File: src/common/cab_defs.svh
`ifndef CAB_DEFS_SVH
`define CAB_DEFS_SVH

// core audio sample
`define DAC_WIDTH 10

// core pixel is 3/3/2
`define CORE_RG_W 3
`define CORE_B_W 2

// board VGA resistor ladder
`define VGA_W 6

`endif

File: src/common/ctrl_pkg.sv
package ctrl_pkg;

	typedef enum logic [7:0] {
		key_start1 = 8'h05, // F1
		key_start2 = 8'h06, // F2
		key_fire2  = 8'h11, // alt
		key_fire3  = 8'h14, // ctrl
		key_fire1  = 8'h29, // space
		key_left   = 8'h6b,
		key_down   = 8'h72,
		key_right  = 8'h74,
		key_up     = 8'h75,
		key_coin   = 8'h76  // esc
	} key_code_t;

	typedef struct packed {
		logic up;
		logic down;
		logic left;
		logic right;
		logic coin;
		logic start1;
		logic start2;
		logic fire1;
		logic fire2;
		logic fire3;
	} held_keys_t;

	// bit 0 is right, bit 5 is bomb
	typedef struct packed {
		logic [1:0] unused;
		logic bomb;
		logic fire;
		logic up;
		logic down;
		logic left;
		logic right;
	} joy_t;

endpackage

File: src/common/video_pkg.sv
`include "cab_defs.svh"

package video_pkg;

	typedef logic [`VGA_W-1:0] vga_color_t;

	// 3/3/2 pixel straight from the core
	typedef struct packed {
		logic [`CORE_RG_W-1:0] r;
		logic [`CORE_RG_W-1:0] g;
		logic [`CORE_B_W-1:0]  b;
	} core_rgb_t;

	typedef enum logic [1:0] {
		scan_off   = 2'd0,
		scan_dim25 = 2'd1,
		scan_dim50 = 2'd2,
		scan_dim75 = 2'd3
	} scan_mode_t;

endpackage

File: src/input/key_mapper.sv
`timescale 1ns/1ps

module key_mapper import ctrl_pkg::*; (
	input  logic       clk_36,
	input  logic       rst,
	input  logic       key_toggle,
	input  logic       key_pressed,
	input  logic [7:0] key_code,
	output held_keys_t held_keys
);

	logic      toggle_q;
	logic      key_event;
	key_code_t code;

	assign key_event = key_toggle != toggle_q; // link flips toggle once per event
	assign code = key_code_t'(key_code);

	always_ff @(posedge clk_36) begin
		if (rst) begin
			toggle_q  <= 1'b0;
			held_keys <= '0;
		end else begin
			toggle_q <= key_toggle;
			if (key_event) begin
				case (code)
					key_up: begin
						held_keys.up <= key_pressed;
					end
					key_down: begin
						held_keys.down <= key_pressed;
					end
					key_left: begin
						held_keys.left <= key_pressed;
					end
					key_right: begin
						held_keys.right <= key_pressed;
					end
					key_coin: begin
						held_keys.coin <= key_pressed;
					end
					key_start1: begin
						held_keys.start1 <= key_pressed;
					end
					key_start2: begin
						held_keys.start2 <= key_pressed;
					end
					key_fire1: begin
						held_keys.fire1 <= key_pressed;
					end
					key_fire2: begin
						held_keys.fire2 <= key_pressed;
					end
					key_fire3: begin
						held_keys.fire3 <= key_pressed;
					end
					default: begin
						held_keys <= held_keys; // unmapped key
					end
				endcase
			end
		end
	end

endmodule

File: src/input/control_router.sv
`timescale 1ns/1ps

module control_router import ctrl_pkg::*; (
	input  logic       clk_36,
	input  logic       rst,
	input  held_keys_t held_keys,
	input  joy_t       joy0,
	input  joy_t       joy1,
	input  logic       rotate_controls,
	output logic       move_up,
	output logic       move_down,
	output logic       move_left,
	output logic       move_right,
	output logic       fire,
	output logic       bomb,
	output logic       coin,
	output logic       start1,
	output logic       start2
);

	logic src_up;
	logic src_down;
	logic src_left;
	logic src_right;
	logic up_c;
	logic down_c;
	logic left_c;
	logic right_c;

	assign src_up    = held_keys.up | joy0.up | joy1.up;
	assign src_down  = held_keys.down | joy0.down | joy1.down;
	assign src_left  = held_keys.left | joy0.left | joy1.left;
	assign src_right = held_keys.right | joy0.right | joy1.right;

	// low means the monitor is on its side
	always_comb begin
		if (rotate_controls) begin
			up_c    = src_up;
			down_c  = src_down;
			left_c  = src_left;
			right_c = src_right;
		end else begin
			up_c    = src_left;
			down_c  = src_right;
			left_c  = src_down;
			right_c = src_up;
		end
	end

	always_ff @(posedge clk_36) begin
		if (rst) begin
			move_up    <= 1'b0;
			move_down  <= 1'b0;
			move_left  <= 1'b0;
			move_right <= 1'b0;
			fire       <= 1'b0;
			bomb       <= 1'b0;
			coin       <= 1'b0;
			start1     <= 1'b0;
			start2     <= 1'b0;
		end else begin
			move_up    <= up_c;
			move_down  <= down_c;
			move_left  <= left_c;
			move_right <= right_c;
			fire       <= held_keys.fire1 | joy0.fire | joy1.fire;
			bomb       <= held_keys.fire2 | joy0.bomb | joy1.bomb;
			coin       <= held_keys.coin; // keyboard only
			start1     <= held_keys.start1;
			start2     <= held_keys.start2;
		end
	end

endmodule

File: src/video/pixel_stage.sv
`timescale 1ns/1ps
`include "cab_defs.svh"

module pixel_stage import video_pkg::*; (
	input  logic       clk_36,
	input  logic       rst,
	input  logic       pix_ce,
	input  core_rgb_t  core_rgb,
	input  logic       hblank,
	input  logic       vblank,
	input  logic       hsync,
	input  logic       vsync,
	input  scan_mode_t scanline_mode,
	output vga_color_t vga_r,
	output vga_color_t vga_g,
	output vga_color_t vga_b,
	output logic       vga_hs,
	output logic       vga_vs
);

	localparam int rg_pad = `VGA_W - `CORE_RG_W;
	localparam int b_pad = `VGA_W - `CORE_B_W;

	logic       hsync_q;
	logic       line_odd;
	logic       blank;
	vga_color_t r_exp;
	vga_color_t g_exp;
	vga_color_t b_exp;

	function automatic vga_color_t dim(input vga_color_t v, input scan_mode_t mode);
		case (mode)
			scan_dim25: return v - (v >> 2);
			scan_dim50: return v >> 1;
			scan_dim75: return v >> 2;
			default: return v;
		endcase
	endfunction

	assign blank = hblank | vblank;

	// pad with 0..01 so full scale lands just under the top code
	assign r_exp = blank ? '0 : {core_rgb.r, {(rg_pad - 1){1'b0}}, 1'b1};
	assign g_exp = blank ? '0 : {core_rgb.g, {(rg_pad - 1){1'b0}}, 1'b1};
	assign b_exp = blank ? '0 : {core_rgb.b, {(b_pad - 1){1'b0}}, 1'b1};

	always_ff @(posedge clk_36) begin
		if (rst) begin
			hsync_q  <= 1'b0;
			line_odd <= 1'b0;
			vga_r    <= '0;
			vga_g    <= '0;
			vga_b    <= '0;
			vga_hs   <= 1'b0;
			vga_vs   <= 1'b0;
		end else if (pix_ce) begin
			hsync_q <= hsync;
			if (vsync)
				line_odd <= 1'b0; // restart parity each frame
			else if (hsync && !hsync_q)
				line_odd <= !line_odd;
			vga_r  <= line_odd ? dim(r_exp, scanline_mode) : r_exp;
			vga_g  <= line_odd ? dim(g_exp, scanline_mode) : g_exp;
			vga_b  <= line_odd ? dim(b_exp, scanline_mode) : b_exp;
			vga_hs <= hsync;
			vga_vs <= vsync;
		end
	end

endmodule

File: src/audio_dac.sv
`timescale 1ns/1ps
`include "cab_defs.svh"

module audio_dac #(
	parameter int width = `DAC_WIDTH
) (
	input  logic             clk_36,
	input  logic             rst,
	input  logic [width-1:0] sample,
	output logic             audio_out
);

	logic [width-1:0] acc;
	logic [width:0]   sum;

	// first order, the carry out is the pulse density
	assign sum = {1'b0, acc} + {1'b0, sample};

	always_ff @(posedge clk_36) begin
		if (rst) begin
			acc       <= '0;
			audio_out <= 1'b0;
		end else begin
			acc       <= sum[width-1:0];
			audio_out <= sum[width];
		end
	end

endmodule

File: src/cabinet_io.sv
`timescale 1ns/1ps
`include "cab_defs.svh"

module cabinet_io import ctrl_pkg::*, video_pkg::*; (
	input  logic                  clk_36,
	input  logic                  rst,
	input  logic                  key_toggle,
	input  logic                  key_pressed,
	input  logic [7:0]            key_code,
	input  joy_t                  joy0,
	input  joy_t                  joy1,
	input  logic                  rotate_controls,
	input  logic                  pix_ce,
	input  core_rgb_t             core_rgb,
	input  logic                  hblank,
	input  logic                  vblank,
	input  logic                  hsync,
	input  logic                  vsync,
	input  scan_mode_t            scanline_mode,
	input  logic [`DAC_WIDTH-1:0] audio_sample,
	output logic                  move_up,
	output logic                  move_down,
	output logic                  move_left,
	output logic                  move_right,
	output logic                  fire,
	output logic                  bomb,
	output logic                  coin,
	output logic                  start1,
	output logic                  start2,
	output vga_color_t            vga_r,
	output vga_color_t            vga_g,
	output vga_color_t            vga_b,
	output logic                  vga_hs,
	output logic                  vga_vs,
	output logic                  audio_out
);

	held_keys_t held_keys;

	key_mapper key_mapper_i (
		.clk_36      (clk_36),
		.rst         (rst),
		.key_toggle  (key_toggle),
		.key_pressed (key_pressed),
		.key_code    (key_code),
		.held_keys   (held_keys)
	);

	control_router control_router_i (
		.clk_36          (clk_36),
		.rst             (rst),
		.held_keys       (held_keys),
		.joy0            (joy0),
		.joy1            (joy1),
		.rotate_controls (rotate_controls),
		.move_up         (move_up),
		.move_down       (move_down),
		.move_left       (move_left),
		.move_right      (move_right),
		.fire            (fire),
		.bomb            (bomb),
		.coin            (coin),
		.start1          (start1),
		.start2          (start2)
	);

	pixel_stage pixel_stage_i (
		.clk_36        (clk_36),
		.rst           (rst),
		.pix_ce        (pix_ce),
		.core_rgb      (core_rgb),
		.hblank        (hblank),
		.vblank        (vblank),
		.hsync         (hsync),
		.vsync         (vsync),
		.scanline_mode (scanline_mode),
		.vga_r         (vga_r),
		.vga_g         (vga_g),
		.vga_b         (vga_b),
		.vga_hs        (vga_hs),
		.vga_vs        (vga_vs)
	);

	audio_dac #(
		.width (`DAC_WIDTH)
	) audio_dac_i (
		.clk_36    (clk_36),
		.rst       (rst),
		.sample    (audio_sample),
		.audio_out (audio_out)
	);

endmodule

File: config.mk
export PLATFORM = sky130hd
export DESIGN_NAME = cabinet_io
export DESIGN_NICKNAME = d
export VERILOG_FILES = /design/src/common/ctrl_pkg.sv /design/src/common/video_pkg.sv /design/src/input/key_mapper.sv /design/src/input/control_router.sv /design/src/video/pixel_stage.sv /design/src/audio_dac.sv /design/src/cabinet_io.sv
export VERILOG_INCLUDE_DIRS = /design/src /design/src/common
export SDC_FILE = /design/constraint.sdc
export NUM_CORES = 1
export LEC_CHECK = 0
export ABC_AREA = 1
export ABC_CLOCK_PERIOD_IN_PS = 2700
export BUFFER_PORTS_ARGS = -buffer_cell sky130_fd_sc_hd__buf_4
export CORE_ASPECT_RATIO = 2
export CORE_MARGIN = 1.5
export CORE_UTILIZATION = 45
export DETAILED_ROUTE_END_ITERATION = 12
export PLACE_DENSITY = 0.7
export REMOVE_ABC_BUFFERS = 1
export SYNTH_ARGS = -nofsm -noshare
export SYNTH_HDL_FRONTEND = slang
export SYNTH_SLANG_ARGS = --single-unit
export TNS_END_PERCENT = 1
File: constraint.sdc
create_clock -name clk_36 -period 2.7 [get_ports clk_36]
set_input_delay 0.135 -clock clk_36 [delete_from_list [all_inputs] [get_ports clk_36]]
set_output_delay 0.135 -clock clk_36 [all_outputs]
set_load 0.05 [all_outputs]
==> metrics.cfg <==
[final_layout]
nNetsFinal = 514
finalCoreUtilization = 0.6039
antennaDiodeCount = 0
synthToLayoutAreaGrowth_pct = 27.49
drive_gt1_frac = 0.2332
finalInstanceArea_um2 = 3302

[logic_synthesis]
postSynthCellCount = 370
number_of_synthesized_flops_with_an_enable_pin = 0
synth.lib_cells_used.distinct = 36
postSynthRegisterBits = 48
postSynth.asyncResetShare = 0
post_synth_main_area_contributors = sky130_fd_sc_hd__dfxtp_1, sky130_fd_sc_hd__nand2_1, sky130_fd_sc_hd__a21oi_1
netlist.top_cell.by_area = sky130_fd_sc_hd__dfxtp_1
netlist.area_leader.share = 0.3710
syn_avg_cell_area_um2 = 7.000
synth-main-ff-cell = sky130_fd_sc_hd__dfxtp_1
yosysWarnings = 0
seq_total_area_yosys = 0.3710
netlist_area_um2 = 2590

[timing]
slew_violations = 0
post-route-period-util = 0.6528
max_fclk_mhz = 567.3
final_critical_path_setup_slack_ns = 0.9373
hold_ws_ns = 0.01363
final_period_minus_worst_setup_slack_ns = 1.763
tns_ns = 0
max_slew.worst_pin.slew_ns = 0.7203
max_slew_margin = 0.5193
setup_viol = 0
final_clock_skew_ns = 0.008203
finalHoldViolCount = 0
grt_setup_unrepaired = no

[worst_setup_path]
critical_path_cell_count = 10
cp_slowest_cell = sky130_fd_sc_hd__fa_1
cp_delay_by_family_top = adder cells
crit_path_max_fanout = 4
worstPathArrival_ns = 1.98
cp_data_required_time_ns = 2.92
endpoint_kind = flop
worst_setup_path_start_kind = flop
reg2reg_setup_slack_ns = 0.94
cpMostUsedCell = sky130_fd_sc_hd__nand2_1
crit_chain = ha_1 > fa_1 > nand3_1 > nand2_1 > nand2_1 > nand2_1 > a21oi_1 > nand2_1 > nand2_1 > nor2_1
path_class = reg -> reg
cell_count_of_the_worst_reg_to_reg_path = 10
critical-path-max-stage-delay_ns = 0.43
path_buf_inv = 0

[place]
placed_cell_area_um2 = 3187
finalWeightedCongestion = 0.8917
dp_worst_setup_slack_ns = 0.9404
placement.io_buffers = 78
place_hpwl_mm = 5.140

[clock_network]
postCtsResizedCells = 0
holdBufCountCts = 0
cts.root.buffer_cell = sky130_fd_sc_hd__clkbuf_8
cts_tree = yes
htree_num_levels = 2
clock_sink_total = 48
cts_buffer_depth = 2
clk-insertion-delay-late_ns = 0.32
postCtsSetupRepairBufs = 0
worst_setup_hold_path_clk_slew_ns = 0.10
cts-buffers-inserted = 5

[die]
chipWidth_um = 56.65
initial_core_util = 0.4737
die_height_um = 110.3
floorplan.die_area_um2 = 6247
design.core.area_um2 = 5468
floorplan.rows = 38
floorplan.io_pins = 84

[routing]
route.detailed.wl_per_inst_um = 13.21
drt-pass1-iter-count = 4
drtIter0Drc = 81
detail_route_antenna_nets = 0
avgViaCountPerCell = 5.174
totalWireLength_mm = 6.684
drc = 0
route.vias.total = 2618

[job]
cap_viol_max_count = 0

[global_routing]
first_global_vias = 2582
antenna_found_initial = 0
grt_start_max_net_pins = 26
grt_pass1_wl_mm = 10.94
gr-usage-all-layers = 0.2250
overflow_left_after_global_routing = 0

[min_path]
min_path_type = in -> reg
min_delay_path_depth = 3

[pwr]
power_leakage_nw = 1.619
max-vdd-ir-drop_mv = 0.5406
power_density_nw_per_um2 = 563.1

[status]
run_status = complete, no violations

==> metrics by stage <==
stage | cells | power, mW
3_3_place_gp | 498 | 1.307
2_1_floorplan | 360 | 1.145
4_1_cts | 506 | 1.870
5_1_grt | 506 | 1.963
6_report | 506 | 1.859
3_5_place_dp | 498 | 1.322
==> worst paths after layout <==
| kind | from | end |
|---|---|---|
| worst max-delay path | audio_dac_i.acc[0] | audio_dac_i.acc[6] |
| worst min-delay path | joy1[5] | control_router_i.bomb |
| worst min register to register | key_mapper_i.held_keys[5] | control_router_i.coin |
| worst max register to register | audio_dac_i.acc[0] | audio_dac_i.acc[6] |
==> cell usage in the layout (no fill, tap or decap), drive strengths merged <==
cell	netlist	final
o21a	1	1
a21o	1	1
ha	14	14
buf	7	78
o211ai	1	1
or3	4	4
o221ai	2	2
clkbuf	3	5
clkinvlp	0	1
nand3	21	21
a21oi	45	45
inv	45	46
a32oi	3	3
conb	1	1
nand4	4	4
or2	1	1
dfxtp	48	48
a31oi	1	1
o21ai	29	29
fa	1	1
nor3	7	7
o22ai	1	1
nor2	49	49
a21boi	1	1
clkinv	1	1
bufinv	0	1
a22oi	1	1
nand2	78	78
==> cell families after synthesis <==
kind of cell | after synthesis | share of synthesized area
simple gates | 164 | 0.2763
compound gates | 86 | 0.1846
buf+inv | 56 | 0.09130
flops | 48 | 0.3710
fa+ha+maj | 15 | 0.07536
other cells | 1 | 0.001448
==> sequential cells by signal, summed over array words and instances (netlist names) <==
| register | flops |
|---|---|
| pixel_stage_i.vga_b | 4 |
| control_router_i.start1 | 1 |
| control_router_i.move_down | 1 |
| control_router_i.fire | 1 |
| control_router_i.coin | 1 |
| control_router_i.move_up | 1 |
| pixel_stage_i.vga_g | 6 |
| key_mapper_i.toggle_q | 1 |
| control_router_i.move_left | 1 |
| audio_dac_i.acc | 10 |
| control_router_i.move_right | 1 |
| audio_dac_i.audio_out | 1 |
| control_router_i.bomb | 1 |
| control_router_i.start2 | 1 |
| pixel_stage_i.vga_r | 5 |
| pixel_stage_i.vga_hs | 1 |
| pixel_stage_i.line_odd | 1 |
| pixel_stage_i.vga_vs | 1 |
| key_mapper_i.held_keys | 9 |
==> power breakdown <==
part	internal, mW	switching, mW
clock	0.279	0.271
combinational	0.196	0.327
sequential	0.764	0.0224
==> per-layer routing <==
layer  routed length (um)  GRT usage  up-vias
li1                     -          -     1369
met1                 2408     0.1969     1177
met2                 3857     0.4601       57
met3                  251    0.04901       15
met4                  167     0.1088        0
met5                    0          0        -
==> synth_stat cells, types with 2 or more instances <==
| master | n |
|---|---|
| sky130_fd_sc_hd__o21ai_0 | 23 |
| sky130_fd_sc_hd__nor2_2 | 4 |
| sky130_fd_sc_hd__nand2_4 | 2 |
| sky130_fd_sc_hd__nor2_1 | 44 |
| sky130_fd_sc_hd__o21ai_1 | 6 |
| sky130_fd_sc_hd__a21oi_1 | 43 |
| sky130_fd_sc_hd__a21oi_2 | 2 |
| sky130_fd_sc_hd__a32oi_1 | 3 |
| sky130_fd_sc_hd__ha_1 | 14 |
| sky130_fd_sc_hd__inv_1 | 41 |
| sky130_fd_sc_hd__nand2_1 | 72 |
| sky130_fd_sc_hd__or3_1 | 4 |
| sky130_fd_sc_hd__nand4_1 | 4 |
| sky130_fd_sc_hd__dfxtp_1 | 48 |
| sky130_fd_sc_hd__nand3_1 | 21 |
| sky130_fd_sc_hd__buf_2 | 3 |
| sky130_fd_sc_hd__inv_2 | 4 |
| sky130_fd_sc_hd__nand2_2 | 4 |
| sky130_fd_sc_hd__clkbuf_1 | 3 |
| sky130_fd_sc_hd__nor3_1 | 7 |
| sky130_fd_sc_hd__buf_4 | 3 |
==> worst reg2reg max path, stage by stage (launching register included) <==
cell                      delay, ns
sky130_fd_sc_hd__dfxtp_1       0.31
sky130_fd_sc_hd__ha_1          0.23
sky130_fd_sc_hd__fa_1          0.43
sky130_fd_sc_hd__nand3_1       0.10
sky130_fd_sc_hd__nand2_1       0.12
sky130_fd_sc_hd__nand2_1       0.08
sky130_fd_sc_hd__nand2_1       0.05
sky130_fd_sc_hd__a21oi_1       0.17
sky130_fd_sc_hd__nand2_1       0.07
sky130_fd_sc_hd__nand2_1       0.06
sky130_fd_sc_hd__nor2_1        0.05
==> area by class of cell <==
class / instances / area (um^2)
clock buffers: 5 / 68.82
clock inverters: 3 / 46.29
fillers: 562 / 2166
inverters: 46 / 172.7
multi-input cells: 266 / 1393
flip-flops and latches: 48 / 960.9
well taps: 60 / 75.07
repair buffers: 78 / 585.6
Power figures use the tool's default switching activity.
